**src/hdl/ks10IntrPkg.sv**
```systemverilog
//////////////////////////////
// KS10 interrupt slice types
// Command opcodes, APR flag and PI level
// types shared by the APR, PI and sequencer
//////////////////////////////

package ks10IntrPkg;

   //////////////////////////////
   // PI level types
   //////////////////////////////

   // Level number, 0 = none, 1 = highest, 7 = lowest
   typedef logic [2:0] piLevelT;

   // One bit per level, index n is level n
   typedef logic [7:1] piMaskT;

   //////////////////////////////
   // Command port
   //////////////////////////////

   // Opcodes, each block decodes its own
   typedef enum logic [2:0] {
      aprNop        = 3'd0,    // Idle
      aprClrFlags   = 3'd1,    // Clear flags under mask
      aprSetEnables = 3'd2,    // Load flag enables
      aprSetLevel   = 3'd3,    // Load APR PI level
      piSetOn       = 3'd4,    // Load PI on and level enables
      piDismiss     = 3'd5     // End highest level in progress
   } aprOpT;

   // Data field layout
   //   flag mask    data[3:0]
   //   PI level     data[2:0]
   //   PI on        data[7], level enables data[6:0]
   typedef struct packed {
      logic        valid;      // Act on next edge
      aprOpT       op;         // Opcode
      logic [9:0]  data;       // Operand
   } aprCmdT;

   //////////////////////////////
   // APR flags and requests
   //////////////////////////////

   typedef struct packed {
      logic pwr;               // Power fail
      logic nxm;               // Nonexistent memory
      logic cons;              // Console interrupt
      logic timer;             // Interval timer
   } aprFlagsT;

   // Raw external pulses, timer is internal
   typedef struct packed {
      logic pwr;
      logic nxm;
      logic cons;
   } aprIrqT;

   // Request offered to the sequencer
   typedef struct packed {
      logic     valid;
      piLevelT  level;
   } piReqT;

endpackage

```
**src/hdl/aprFlags.sv**
```systemverilog
//////////////////////////////
// APR flags
// Sticky APR flags with enables, the APR PI
// level and the interval timer prescaler
//////////////////////////////

module aprFlags #(
   parameter int tickCycles = 40                  // Clocks per timer tick
) (
   input  logic                  clk,             // Clock
   input  logic                  rst,             // Synchronous reset
   input  ks10IntrPkg::aprCmdT   cmd,             // Command port
   input  ks10IntrPkg::aprIrqT   aprIrq,          // External APR pulses
   input  logic                  timerEN,         // Timer enable
   output ks10IntrPkg::piReqT    aprReq           // Request to sequencer
);

   // Counter wide enough for tickCycles-1
   localparam int cntWidth = (tickCycles > 1) ? $clog2(tickCycles) : 1;

   logic [cntWidth-1:0]     prescale;             // Timer prescaler
   logic                    timerTick;            // One clock per period
   logic                    cmdClr;               // Decoded aprClrFlags
   logic                    cmdEn;                // Decoded aprSetEnables
   logic                    cmdLvl;               // Decoded aprSetLevel
   ks10IntrPkg::aprFlagsT   flags;                // Flag register
   ks10IntrPkg::aprFlagsT   flagsNext;
   ks10IntrPkg::aprFlagsT   flagSet;              // This cycle's set inputs
   ks10IntrPkg::aprFlagsT   flagClr;              // This cycle's clear mask
   ks10IntrPkg::aprFlagsT   enables;              // Flag enables
   ks10IntrPkg::aprFlagsT   enablesNext;
   ks10IntrPkg::piLevelT    aprLevel;             // APR PI level
   ks10IntrPkg::piLevelT    aprLevelNext;

   //////////////////////////////
   // Command decode
   //////////////////////////////

   assign cmdClr = cmd.valid && (cmd.op == ks10IntrPkg::aprClrFlags);
   assign cmdEn  = cmd.valid && (cmd.op == ks10IntrPkg::aprSetEnables);
   assign cmdLvl = cmd.valid && (cmd.op == ks10IntrPkg::aprSetLevel);

   //////////////////////////////
   // Interval timer
   //////////////////////////////

   // Last count of the period
   assign timerTick = timerEN && (prescale == cntWidth'(tickCycles - 1));

   always_ff @(posedge clk) begin
      if (rst || !timerEN) begin
         prescale <= '0;                          // Restart while disabled
      end else if (timerTick) begin
         prescale <= '0;                          // Wrap
      end else begin
         prescale <= prescale + 1'b1;
      end
   end

   //////////////////////////////
   // Flags, enables, level
   //////////////////////////////

   always_comb begin
      flagSet.pwr   = aprIrq.pwr;
      flagSet.nxm   = aprIrq.nxm;
      flagSet.cons  = aprIrq.cons;
      flagSet.timer = timerTick;

      // Mask in low bits, pwr is bit 3
      flagClr = cmdClr ? ks10IntrPkg::aprFlagsT'(cmd.data[3:0]) : '0;

      // Set wins over a clear in the same cycle
      flagsNext = ks10IntrPkg::aprFlagsT'((flags & ~flagClr) | flagSet);

      enablesNext  = cmdEn ? ks10IntrPkg::aprFlagsT'(cmd.data[3:0]) : enables;
      aprLevelNext = cmdLvl ? cmd.data[2:0] : aprLevel;
   end

   // Request built from next state, so it is
   // registered in the same edge as the flag
   always_ff @(posedge clk) begin
      if (rst) begin
         flags    <= '0;
         enables  <= '0;
         aprLevel <= '0;
         aprReq   <= '0;
      end else begin
         flags        <= flagsNext;
         enables      <= enablesNext;
         aprLevel     <= aprLevelNext;
         aprReq.valid <= (|(flagsNext & enablesNext)) && (aprLevelNext != '0);
         aprReq.level <= aprLevelNext;            // Level 0 never requests
      end
   end

endmodule

```
**src/hdl/piLevels.sv**
```systemverilog
//////////////////////////////
// PI levels
// PI system on/off, level enables and the
// synchronized, masked Unibus requests
//////////////////////////////

module piLevels (
   input  logic                  clk,             // Clock
   input  logic                  rst,             // Synchronous reset
   input  ks10IntrPkg::aprCmdT   cmd,             // Command port
   input  ks10IntrPkg::piMaskT   ubaIRQ,          // Unibus requests, async
   output ks10IntrPkg::piMaskT   ubaPending,      // Synced and masked
   output ks10IntrPkg::piMaskT   levelActive      // Levels open for service
);

   logic                    cmdOn;                // Decoded piSetOn
   logic                    piOn;                 // PI system on
   ks10IntrPkg::piMaskT     levelEn;              // Level enables
   ks10IntrPkg::piMaskT     ubaSync1;             // First sync stage
   ks10IntrPkg::piMaskT     ubaSync2;             // Second sync stage

   //////////////////////////////
   // PI on and level enables
   //////////////////////////////

   assign cmdOn = cmd.valid && (cmd.op == ks10IntrPkg::piSetOn);

   always_ff @(posedge clk) begin
      if (rst) begin
         piOn    <= 1'b0;
         levelEn <= '0;
      end else if (cmdOn) begin
         piOn    <= cmd.data[7];                  // PI on bit
         levelEn <= cmd.data[6:0];                // Bit n is level n
      end
   end

   // Nothing is active with PI off
   assign levelActive = piOn ? levelEn : '0;

   //////////////////////////////
   // Unibus request sync
   //////////////////////////////

   // Request lines come from the Unibus
   // adapter clock domain, two stages
   always_ff @(posedge clk) begin
      if (rst) begin
         ubaSync1 <= '0;
         ubaSync2 <= '0;
      end else begin
         ubaSync1 <= ubaIRQ;
         ubaSync2 <= ubaSync1;
      end
   end

   // Level requests, so masking is enough
   assign ubaPending = ubaSync2 & levelActive;

endmodule

```
**src/hdl/piSequencer.sv**
```systemverilog
//////////////////////////////
// PI sequencer
// Merges APR and Unibus requests, tracks levels
// in progress and offers the best one
//////////////////////////////

module piSequencer (
   input  logic                  clk,             // Clock
   input  logic                  rst,             // Synchronous reset
   input  ks10IntrPkg::aprCmdT   cmd,             // Command port
   input  ks10IntrPkg::piReqT    aprReq,          // APR request
   input  ks10IntrPkg::piMaskT   ubaPending,      // Unibus requests
   input  ks10IntrPkg::piMaskT   levelActive,     // Enabled levels
   output logic                  intValid,        // Offer valid
   output ks10IntrPkg::piLevelT  intLevel,        // Offered level
   input  logic                  intReady,        // Processor accepts
   output ks10IntrPkg::piLevelT  piCurrent        // Highest in progress
);

   logic                    dismiss;              // Decoded piDismiss
   logic                    xfer;                 // Offer taken this cycle
   ks10IntrPkg::piMaskT     aprMask;              // APR request as a mask
   ks10IntrPkg::piMaskT     pendMask;             // All pending levels
   ks10IntrPkg::piMaskT     eligMask;             // Above current level
   ks10IntrPkg::piMaskT     inProgress;           // Levels being serviced
   ks10IntrPkg::piMaskT     progNext;
   ks10IntrPkg::piLevelT    bestLevel;            // Highest eligible

   // Lowest set index wins, 0 if empty
   function automatic ks10IntrPkg::piLevelT highest(input ks10IntrPkg::piMaskT m);
      ks10IntrPkg::piLevelT lvl;
      lvl = '0;
      for (int n = 7; n >= 1; n--) begin
         if (m[n]) begin
            lvl = 3'(n);                          // Later hits are higher
         end
      end
      return lvl;
   endfunction

   //////////////////////////////
   // Pending and eligible
   //////////////////////////////

   assign dismiss = cmd.valid && (cmd.op == ks10IntrPkg::piDismiss);
   assign xfer    = intValid && intReady;

   always_comb begin
      aprMask = '0;
      for (int n = 1; n <= 7; n++) begin
         aprMask[n] = aprReq.valid && (aprReq.level == 3'(n));
      end
   end

   // APR only counts on an active level
   assign pendMask  = ubaPending | (aprMask & levelActive);
   assign piCurrent = highest(inProgress);

   always_comb begin
      eligMask = '0;
      for (int n = 1; n <= 7; n++) begin
         // Must beat the level in progress
         eligMask[n] = pendMask[n] && ((piCurrent == '0) || (3'(n) < piCurrent));
      end
   end

   assign bestLevel = highest(eligMask);

   //////////////////////////////
   // In-progress tracking
   //////////////////////////////

   always_comb begin
      progNext = inProgress;
      if (dismiss && (piCurrent != '0)) begin
         progNext[piCurrent] = 1'b0;              // End highest
      end
      if (xfer) begin
         progNext[intLevel] = 1'b1;               // Accepted level starts
      end
   end

   always_ff @(posedge clk) begin
      if (rst) begin
         inProgress <= '0;
      end else begin
         inProgress <= progNext;
      end
   end

   //////////////////////////////
   // Offer register
   //////////////////////////////

   always_ff @(posedge clk) begin
      if (rst) begin
         intValid <= 1'b0;
         intLevel <= '0;
      end else if (xfer) begin
         intValid <= 1'b0;                        // Gap after transfer
      end else if (!intValid && (bestLevel != '0)) begin
         intValid <= 1'b1;
         intLevel <= bestLevel;
      end
      // Held offer stays put under back-pressure
   end

endmodule

```
**src/hdl/ks10Intr.sv**
```systemverilog
//////////////////////////////
// KS10 interrupt system
// APR flags and PI levels side by side,
// combined by the PI sequencer
//////////////////////////////

module ks10Intr #(
   parameter int tickCycles = 40                  // Timer prescale
) (
   input  logic                  clk,             // Clock
   input  logic                  rst,             // Synchronous reset
   input  ks10IntrPkg::aprCmdT   cmd,             // Command port
   input  ks10IntrPkg::aprIrqT   aprIrq,          // APR pulses
   input  ks10IntrPkg::piMaskT   ubaIRQ,          // Unibus requests
   input  logic                  timerEN,         // Timer enable
   output logic                  intValid,        // Interrupt offer
   output ks10IntrPkg::piLevelT  intLevel,        // Offered level
   input  logic                  intReady,        // Processor accepts
   output ks10IntrPkg::piLevelT  piCurrent        // Level in progress
);

   ks10IntrPkg::piReqT      aprReq;               // APR to sequencer
   ks10IntrPkg::piMaskT     ubaPending;           // Masked Unibus requests
   ks10IntrPkg::piMaskT     levelActive;          // Enabled levels

   //////////////////////////////
   // APR flags and timer
   //////////////////////////////

   aprFlags #(
      .tickCycles(tickCycles)
   ) uAprFlags (
      .clk(clk),
      .rst(rst),
      .cmd(cmd),
      .aprIrq(aprIrq),
      .timerEN(timerEN),
      .aprReq(aprReq)
   );

   //////////////////////////////
   // PI levels
   //////////////////////////////

   piLevels uPiLevels (
      .clk(clk),
      .rst(rst),
      .cmd(cmd),
      .ubaIRQ(ubaIRQ),
      .ubaPending(ubaPending),
      .levelActive(levelActive)
   );

   // Sequencer merges both sources
   piSequencer uPiSequencer (
      .clk(clk),
      .rst(rst),
      .cmd(cmd),
      .aprReq(aprReq),
      .ubaPending(ubaPending),
      .levelActive(levelActive),
      .intValid(intValid),
      .intLevel(intLevel),
      .intReady(intReady),
      .piCurrent(piCurrent)
   );

endmodule

```
**config.mk**
```make
export PLATFORM = sky130hd
export DESIGN_NAME = ks10Intr
export DESIGN_NICKNAME = d
export VERILOG_FILES = /design/src/hdl/ks10IntrPkg.sv /design/src/hdl/aprFlags.sv /design/src/hdl/piLevels.sv /design/src/hdl/piSequencer.sv /design/src/hdl/ks10Intr.sv
export SDC_FILE = /design/constraint.sdc
export NUM_CORES = 1
export LEC_CHECK = 0
export BUFFER_PORTS_ARGS = -buffer_cell sky130_fd_sc_hd__buf_2
export CAP_MARGIN = 20
export CORE_ASPECT_RATIO = 1.75
export CORE_MARGIN = 4
export CORE_UTILIZATION = 50
export DETAILED_ROUTE_END_ITERATION = 10
export HOLD_SLACK_MARGIN = 0.15
export PLACE_DENSITY = 0.82
export SLEW_MARGIN = 10
export SYNTH_ARGS = -nofsm -noshare
export SYNTH_HDL_FRONTEND = slang
export SYNTH_SLANG_ARGS = --single-unit
```
**constraint.sdc**
```tcl
create_clock -name clk -period 1.5 [get_ports clk]
set_input_delay 0.3 -clock clk [delete_from_list [all_inputs] [get_ports clk]]
set_output_delay 0.3 -clock clk [all_outputs]
set_load 0.1 [all_outputs]
```
# Word level (Yosys, flattened, before mapping)
# Index checks and enable logic that the tools add are counted.
dict set report op_classes {
  n_addsub 1
  eq_ne 13
  reduce_logical 44
  bitwise_logic 11
  n_lt_le_gt_ge 11
  n_mux 24
}
# op n
set op_table {}
lappend op_table {{2-to-1 mux 3 bit} 15}
lappend op_table {{logical AND 1 bit} 26}
lappend op_table {{AND 7 bit} 3}
lappend op_table {{2-to-1 mux 7 bit} 3}
lappend op_table {{== test 3 bit (second input constant)} 6}
lappend op_table {{OR 7 bit} 2}
lappend op_table {{== test 3 x 2 -> 1 bit (second input constant)} 4}
lappend op_table {{less-than comparator 3 bit (first input constant)} 4}
lappend op_table {{nonzero test 3 bit} 3}
lappend op_table {{AND 4 bit} 2}
lappend op_table {{logical OR 1 bit} 8}
lappend op_table {{less-than comparator 3 x 4 -> 1 bit (second input constant)} 2}
lappend op_table {{2-to-1 mux 4 bit} 2}
lappend op_table {{NOT 7 bit} 1}
lappend op_table {{adder 6 x 1 -> 6 bit (second input constant)} 1}
lappend op_table {{demux 1 bit (select 3 bit)} 2}
lappend op_table {{== test 3 x 1 -> 1 bit (second input constant)} 2}
lappend op_table {{== test 6 bit (second input constant)} 1}
lappend op_table {{greater-or-equal comparator 3 x 1 -> 1 bit (second input constant)} 2}
lappend op_table {{less-than comparator 2 x 3 -> 1 bit (first input constant)} 2}
lappend op_table {{NOT 4 bit} 1}
lappend op_table {{OR 4 bit} 1}
lappend op_table {{OR reduction 2 bit} 2}
lappend op_table {{OR reduction 4 bit} 1}
lappend op_table {{other kinds (6)} 8}
dict set report word_totals {
  inputBits 28
  ff_bits 51
}

# Logic depth before layout (Yosys ltp)
dict set report depth {
  ltp_word 20
  ltp_mapped 6
}

# Modules after synthesis
# Synthesis repeated with hierarchy kept, for this count alone.
dict set report hier_totals {
  hier_cells 259
  area_unflattened_um2 2339.7
}
# module area_per_inst_um2 n_inst cells_each seq_area_each_um2
set by_module_without_submodules {}
lappend by_module_without_submodules {piLevels 837.1 1 80 440.4}
lappend by_module_without_submodules {aprFlags 759.5 1 76 360.3}
lappend by_module_without_submodules {piSequencer 743.2 1 103 220.2}

# Least setup slack after synthesis
# No wires, ideal clock.
dict set report synth_path {
  path_type {register to output}
  from {register uPiSequencer.inProgress[1]}
  to {output piCurrent[2]}
  path_stages_with_launch 3
  required_ps 1200
  path_buffers 1
  setup_slack_ps -2177
  t_arrival_ps 3377
  path_cell_list {dfxtp_1 -> buf_2 -> nor4_1}
}
dict set report synth_between {
  elab_chain_len 2
}
# item line_no
set synth_rtl {}
lappend synth_rtl {{start, declared} piSequencer.sv:25} ;# ks10IntrPkg::piMaskT inProgress;
lappend synth_rtl {{start signal, assigned} piSequencer.sv:87} ;# inProgress <= progNext;
lappend synth_rtl {{2-to-1 mux 3 bit (2 in a row)} piSequencer.sv:34} ;# if (m[n]) begin
lappend synth_rtl {{end, declared} ks10Intr.sv:19} ;# output ks10IntrPkg::piLevelT piCurrent
# Every way passes these cells.

# Final worst setup path
dict set report layout_path {
  from {register uPiSequencer.inProgress[3]}
  to {output piCurrent[0]}
}
dict set report layout_between {
  elab_chain_len 4
}
# item line_no
set layout_rtl {}
lappend layout_rtl {{2-to-1 mux 3 bit (4 in a row)} piSequencer.sv:34}
# Every way passes these cells.

==> impl_metrics.yaml <==
placed_design:
  gp_congestion: 0.8797
  dpl.hpwl_mm: 3.554
  port_buffers: 32
  dpl_cell_area_um2: 2600
  place_inst: 322
timing:
  tightest_slew_ns: 0.4863
  hold_violations: 0
  slew_headroom: 0.6780
  clock_skew_ns: 0.01045
  rsz0062_at_grt: "true"
  layout_setup_ws_ns: -0.2464
  fmaxAchievable_mhz: 572.6
  report.final.slew_viol_count: 0
  setup_violations: 7
  period_share: 1.164
  period_minus_slack_ns: 1.746
route:
  drt_iter0_markers: 60
  drt_pre_antenna_iters: 4
  routedWlPerCell_um: 15.36
  drc: 0
  vias: 1886
  routed_wirelength_mm: 5.177
  antenna_left: 0
  via_per_inst: 5.596
worst_setup_path:
  cp_slowest_cell: "dfxtp_4"
  startpoint: "uPiSequencer.inProgress[3]"
  cp.arrival_ns: 1.45
  worst-path-stages: 5
  regToRegEndpoint: "uPiSequencer.intLevel[1]"
  path_cells: "buf_4 > o21bai_1 > a21o_1 > nand2_2 > buf_12"
  worstPathRequired_ns: 1.20
  start_kind: "flip-flop"
  crit_family: "compound AO/OA/AOI/OAI gates"
  critPathKind: "reg -> out"
  path_max_fanout: 4
  cp.buffers_inverters: 2
  endpoint_kind: "primary output"
  endpoint: "piCurrent[0]"
  slowest_delay_ns: 0.37
  ff2ff_setup_slack_ns: -0.15
  reg2reg_from: "uAprFlags.aprReq[1]"
  reg2reg_depth: 6
floorplanning:
  die_x_um: 57.42
  start_util: 0.5149
  die_area_um2: 5425
  dieHeight_um: 94.49
  pin_count: 35
  rows: 31
  core_area_um2: 4150
logic_synthesis:
  async_flop_share: 0
  synth_seq_area_share: 0.4778
  synth_edf_count: 0
  synth_fp_nets: 254
  syn_area_per_cell_um2: 9.498
  ys_types: 54
  synth_ff_type: "dfxtp_1"
  synth_area_um2: 2137
  postSynthCellCount: 225
  synth.ff_latch_count: 51
  ys_warn_count: 0
finish:
  layout-drive-gt1-share: 0.3854
  area_delta_synth_final_pct: 33.49
  instances_no_fill: 337
  fillers: 308
  final_common_cell: "dfxtp_1"
  diodes: 0
  post-route-cell-area_um2: 2853
  layout_common_cells: "dfxtp_1 (39), nor2_1 (31), buf_2 (28), buf_4 (28), mux2i_1 (15)"
  nNetsFinal: 316
global_route:
  grt_pass1_vias: 1875
  grt_pass1_wl_mm: 8.259
  track_usage: 0.1957
  antenna_found_initial: 0
  overflow: 0
  grt_max_degree: 47
run_status:
  status: "finished, violations left"
  violations: "setup timing"
clocking:
  cts.root.buffer_cell: "clkbuf_8"
  htreeDepth: 2
  clock-sinks: 51
  cts_buffer_depth: 2
  cts-hold-fix-buffers: 0
  cts_tree: "yes"
  cts_buffers: 5
  clk_latency_ns: 0.31
  cts.reportedPaths.clkPinSlew_ns: 0.09
power_and_ir_drop:
  power_mw: 2.462
  leakage_nw: 1.162
  vdd_drop_max_uv: 1066
  power_density_nw_per_um2: 863.1
run:
  maxCapViolCount: 0
hold_path:
  hp-class: "in -> reg"
cells in the mapped netlist (2+ instances only):
| cell type | instances | area [um2] |
|---|---|---|
| dfxtp_1 | 51 | 1021 |
| nor2_1 | 33 | 123.9 |
| mux2i_1 | 15 | 150.1 |
| nor2b_1 | 15 | 93.84 |
| a21oi_1 | 13 | 65.06 |
| nand2_1 | 10 | 37.54 |
| inv_1 | 8 | 30.03 |
| o21ai_0 | 8 | 40.04 |
| nand3_1 | 6 | 30.03 |
| clkbuf_1 | 4 | 15.01 |
| and4b_1 | 3 | 30.03 |
| o2111ai_1 | 3 | 26.28 |
| a21o_1 | 2 | 15.01 |
| a221oi_1 | 2 | 17.52 |
| and2b_2 | 2 | 17.52 |
| and3_1 | 2 | 12.51 |
| and4bb_2 | 2 | 25.02 |
| nand2b_1 | 2 | 12.51 |
| nand3b_1 | 2 | 15.01 |
| nand4b_1 | 2 | 17.52 |
| nor4_1 | 2 | 12.51 |
| nor4bb_1 | 2 | 20.02 |
| o22ai_1 | 2 | 12.51 |
| or2b_2 | 2 | 17.52 |
| xnor2_1 | 2 | 17.52 |
| xor2_1 | 2 | 17.52 |
where the power goes:
part	internal [mW]	switching (mW)
Clock	0.473	0.439
Sequential	1.38	0.0191
Combinational	0.0776	0.0742
cells by family (layout without fill, tap and decap cells):
group / after synthesis / count (layout) / synth area share
muxes: 15 / 15 / 0.07026
AOI/OAI and AO/OA: 47 / 47 / 0.1557
DFF: 51 / 51 / 0.4778
buffers and inverters: 15 / 78 / 0.03102
and+or+nand+nor: 92 / 92 / 0.2430
adders and majority gates: 1 / 1 / 0.005854
xor gates and xnor gates: 4 / 4 / 0.01640
per-layer routing:
| layer | up-vias | routed length, um | track usage |
|---|---|---|---|
| met5 | - | 0 | 0 |
| met4 | 0 | 199 | 0.1122 |
| met3 | 16 | 147 | 0.03694 |
| met2 | 49 | 3025 | 0.3698 |
| met1 | 892 | 1805 | 0.1906 |
| li1 | 929 | - | - |
per-stage QoR:
stage / util / hold WS, ns / setup TNS, ns / setup WS, ns
finish: 0.6874 / 0.2044 / -0.9853 / -0.2464
global route: 0.6874 / 0.2043 / -1.671 / -0.3063
CTS: 0.6744 / 0.1970 / -0.8698 / -0.2318
detailed placement: 0.6265 / 0.4204 / -0.6002 / -0.1373
global placement: 0.6265 / 0.4187 / -0.4131 / -0.08363
floorplan: - / 0.4109 / -0.3011 / -0.2940
registers in the layout (all words and copies together) (netlist names):
| register | cells |
|---|---|
| uPiSequencer.intLevel | 3 |
| uPiLevels.piOn | 1 |
| uAprFlags.aprReq | 4 |
| uPiSequencer.intValid | 1 |
| uAprFlags.prescale | 6 |
| uPiSequencer.inProgress | 7 |
| uPiLevels.levelEn | 7 |
| uPiLevels.ubaSync1 | 7 |
| uAprFlags.enables | 4 |
| uAprFlags.flags | 4 |
| uPiLevels.ubaSync2 | 7 |
how the worst min path moves through the flow:
| stage | from | to | cells after the start |
|---|---|---|---|
| 2_1_floorplan | uAprFlags.prescale[0] | uAprFlags.prescale[0] | 1 |
| 3_3_place_gp | uPiLevels.ubaSync1[2] | uPiLevels.ubaSync2[2] | 1 |
| 3_5_place_dp | uPiLevels.ubaSync1[3] | uPiLevels.ubaSync2[3] | 1 |
| 4_1_cts | ubaIRQ[4] | uPiLevels.ubaSync1[4] | 2 |
| 5_1_grt | ubaIRQ[4] | uPiLevels.ubaSync1[4] | 2 |
| 6_report | ubaIRQ[4] | uPiLevels.ubaSync1[4] | 2 |
layout make-up:
cell class / instances / area, um2 / area share
sequential: 51 / 1049 / 0.3675
tap: 49 / 61.31 / 0.02149
clock buffer: 7 / 107.6 / 0.03772
timing repair buffer: 62 / 449.2 / 0.1575
multi-input combinational: 159 / 1151 / 0.4035
clock inverter: 1 / 5.005 / 0.001754
inverter: 8 / 30.03 / 0.01053
repair_timing:
action / 4_1_cts / 5_1_grt
buffers inserted: 6 / 1
pin swaps: 7 / 3
endpoints found under the setup margin: 7 / 10
resized for setup: 12 / 12
Power figures use the tool's default switching activity.
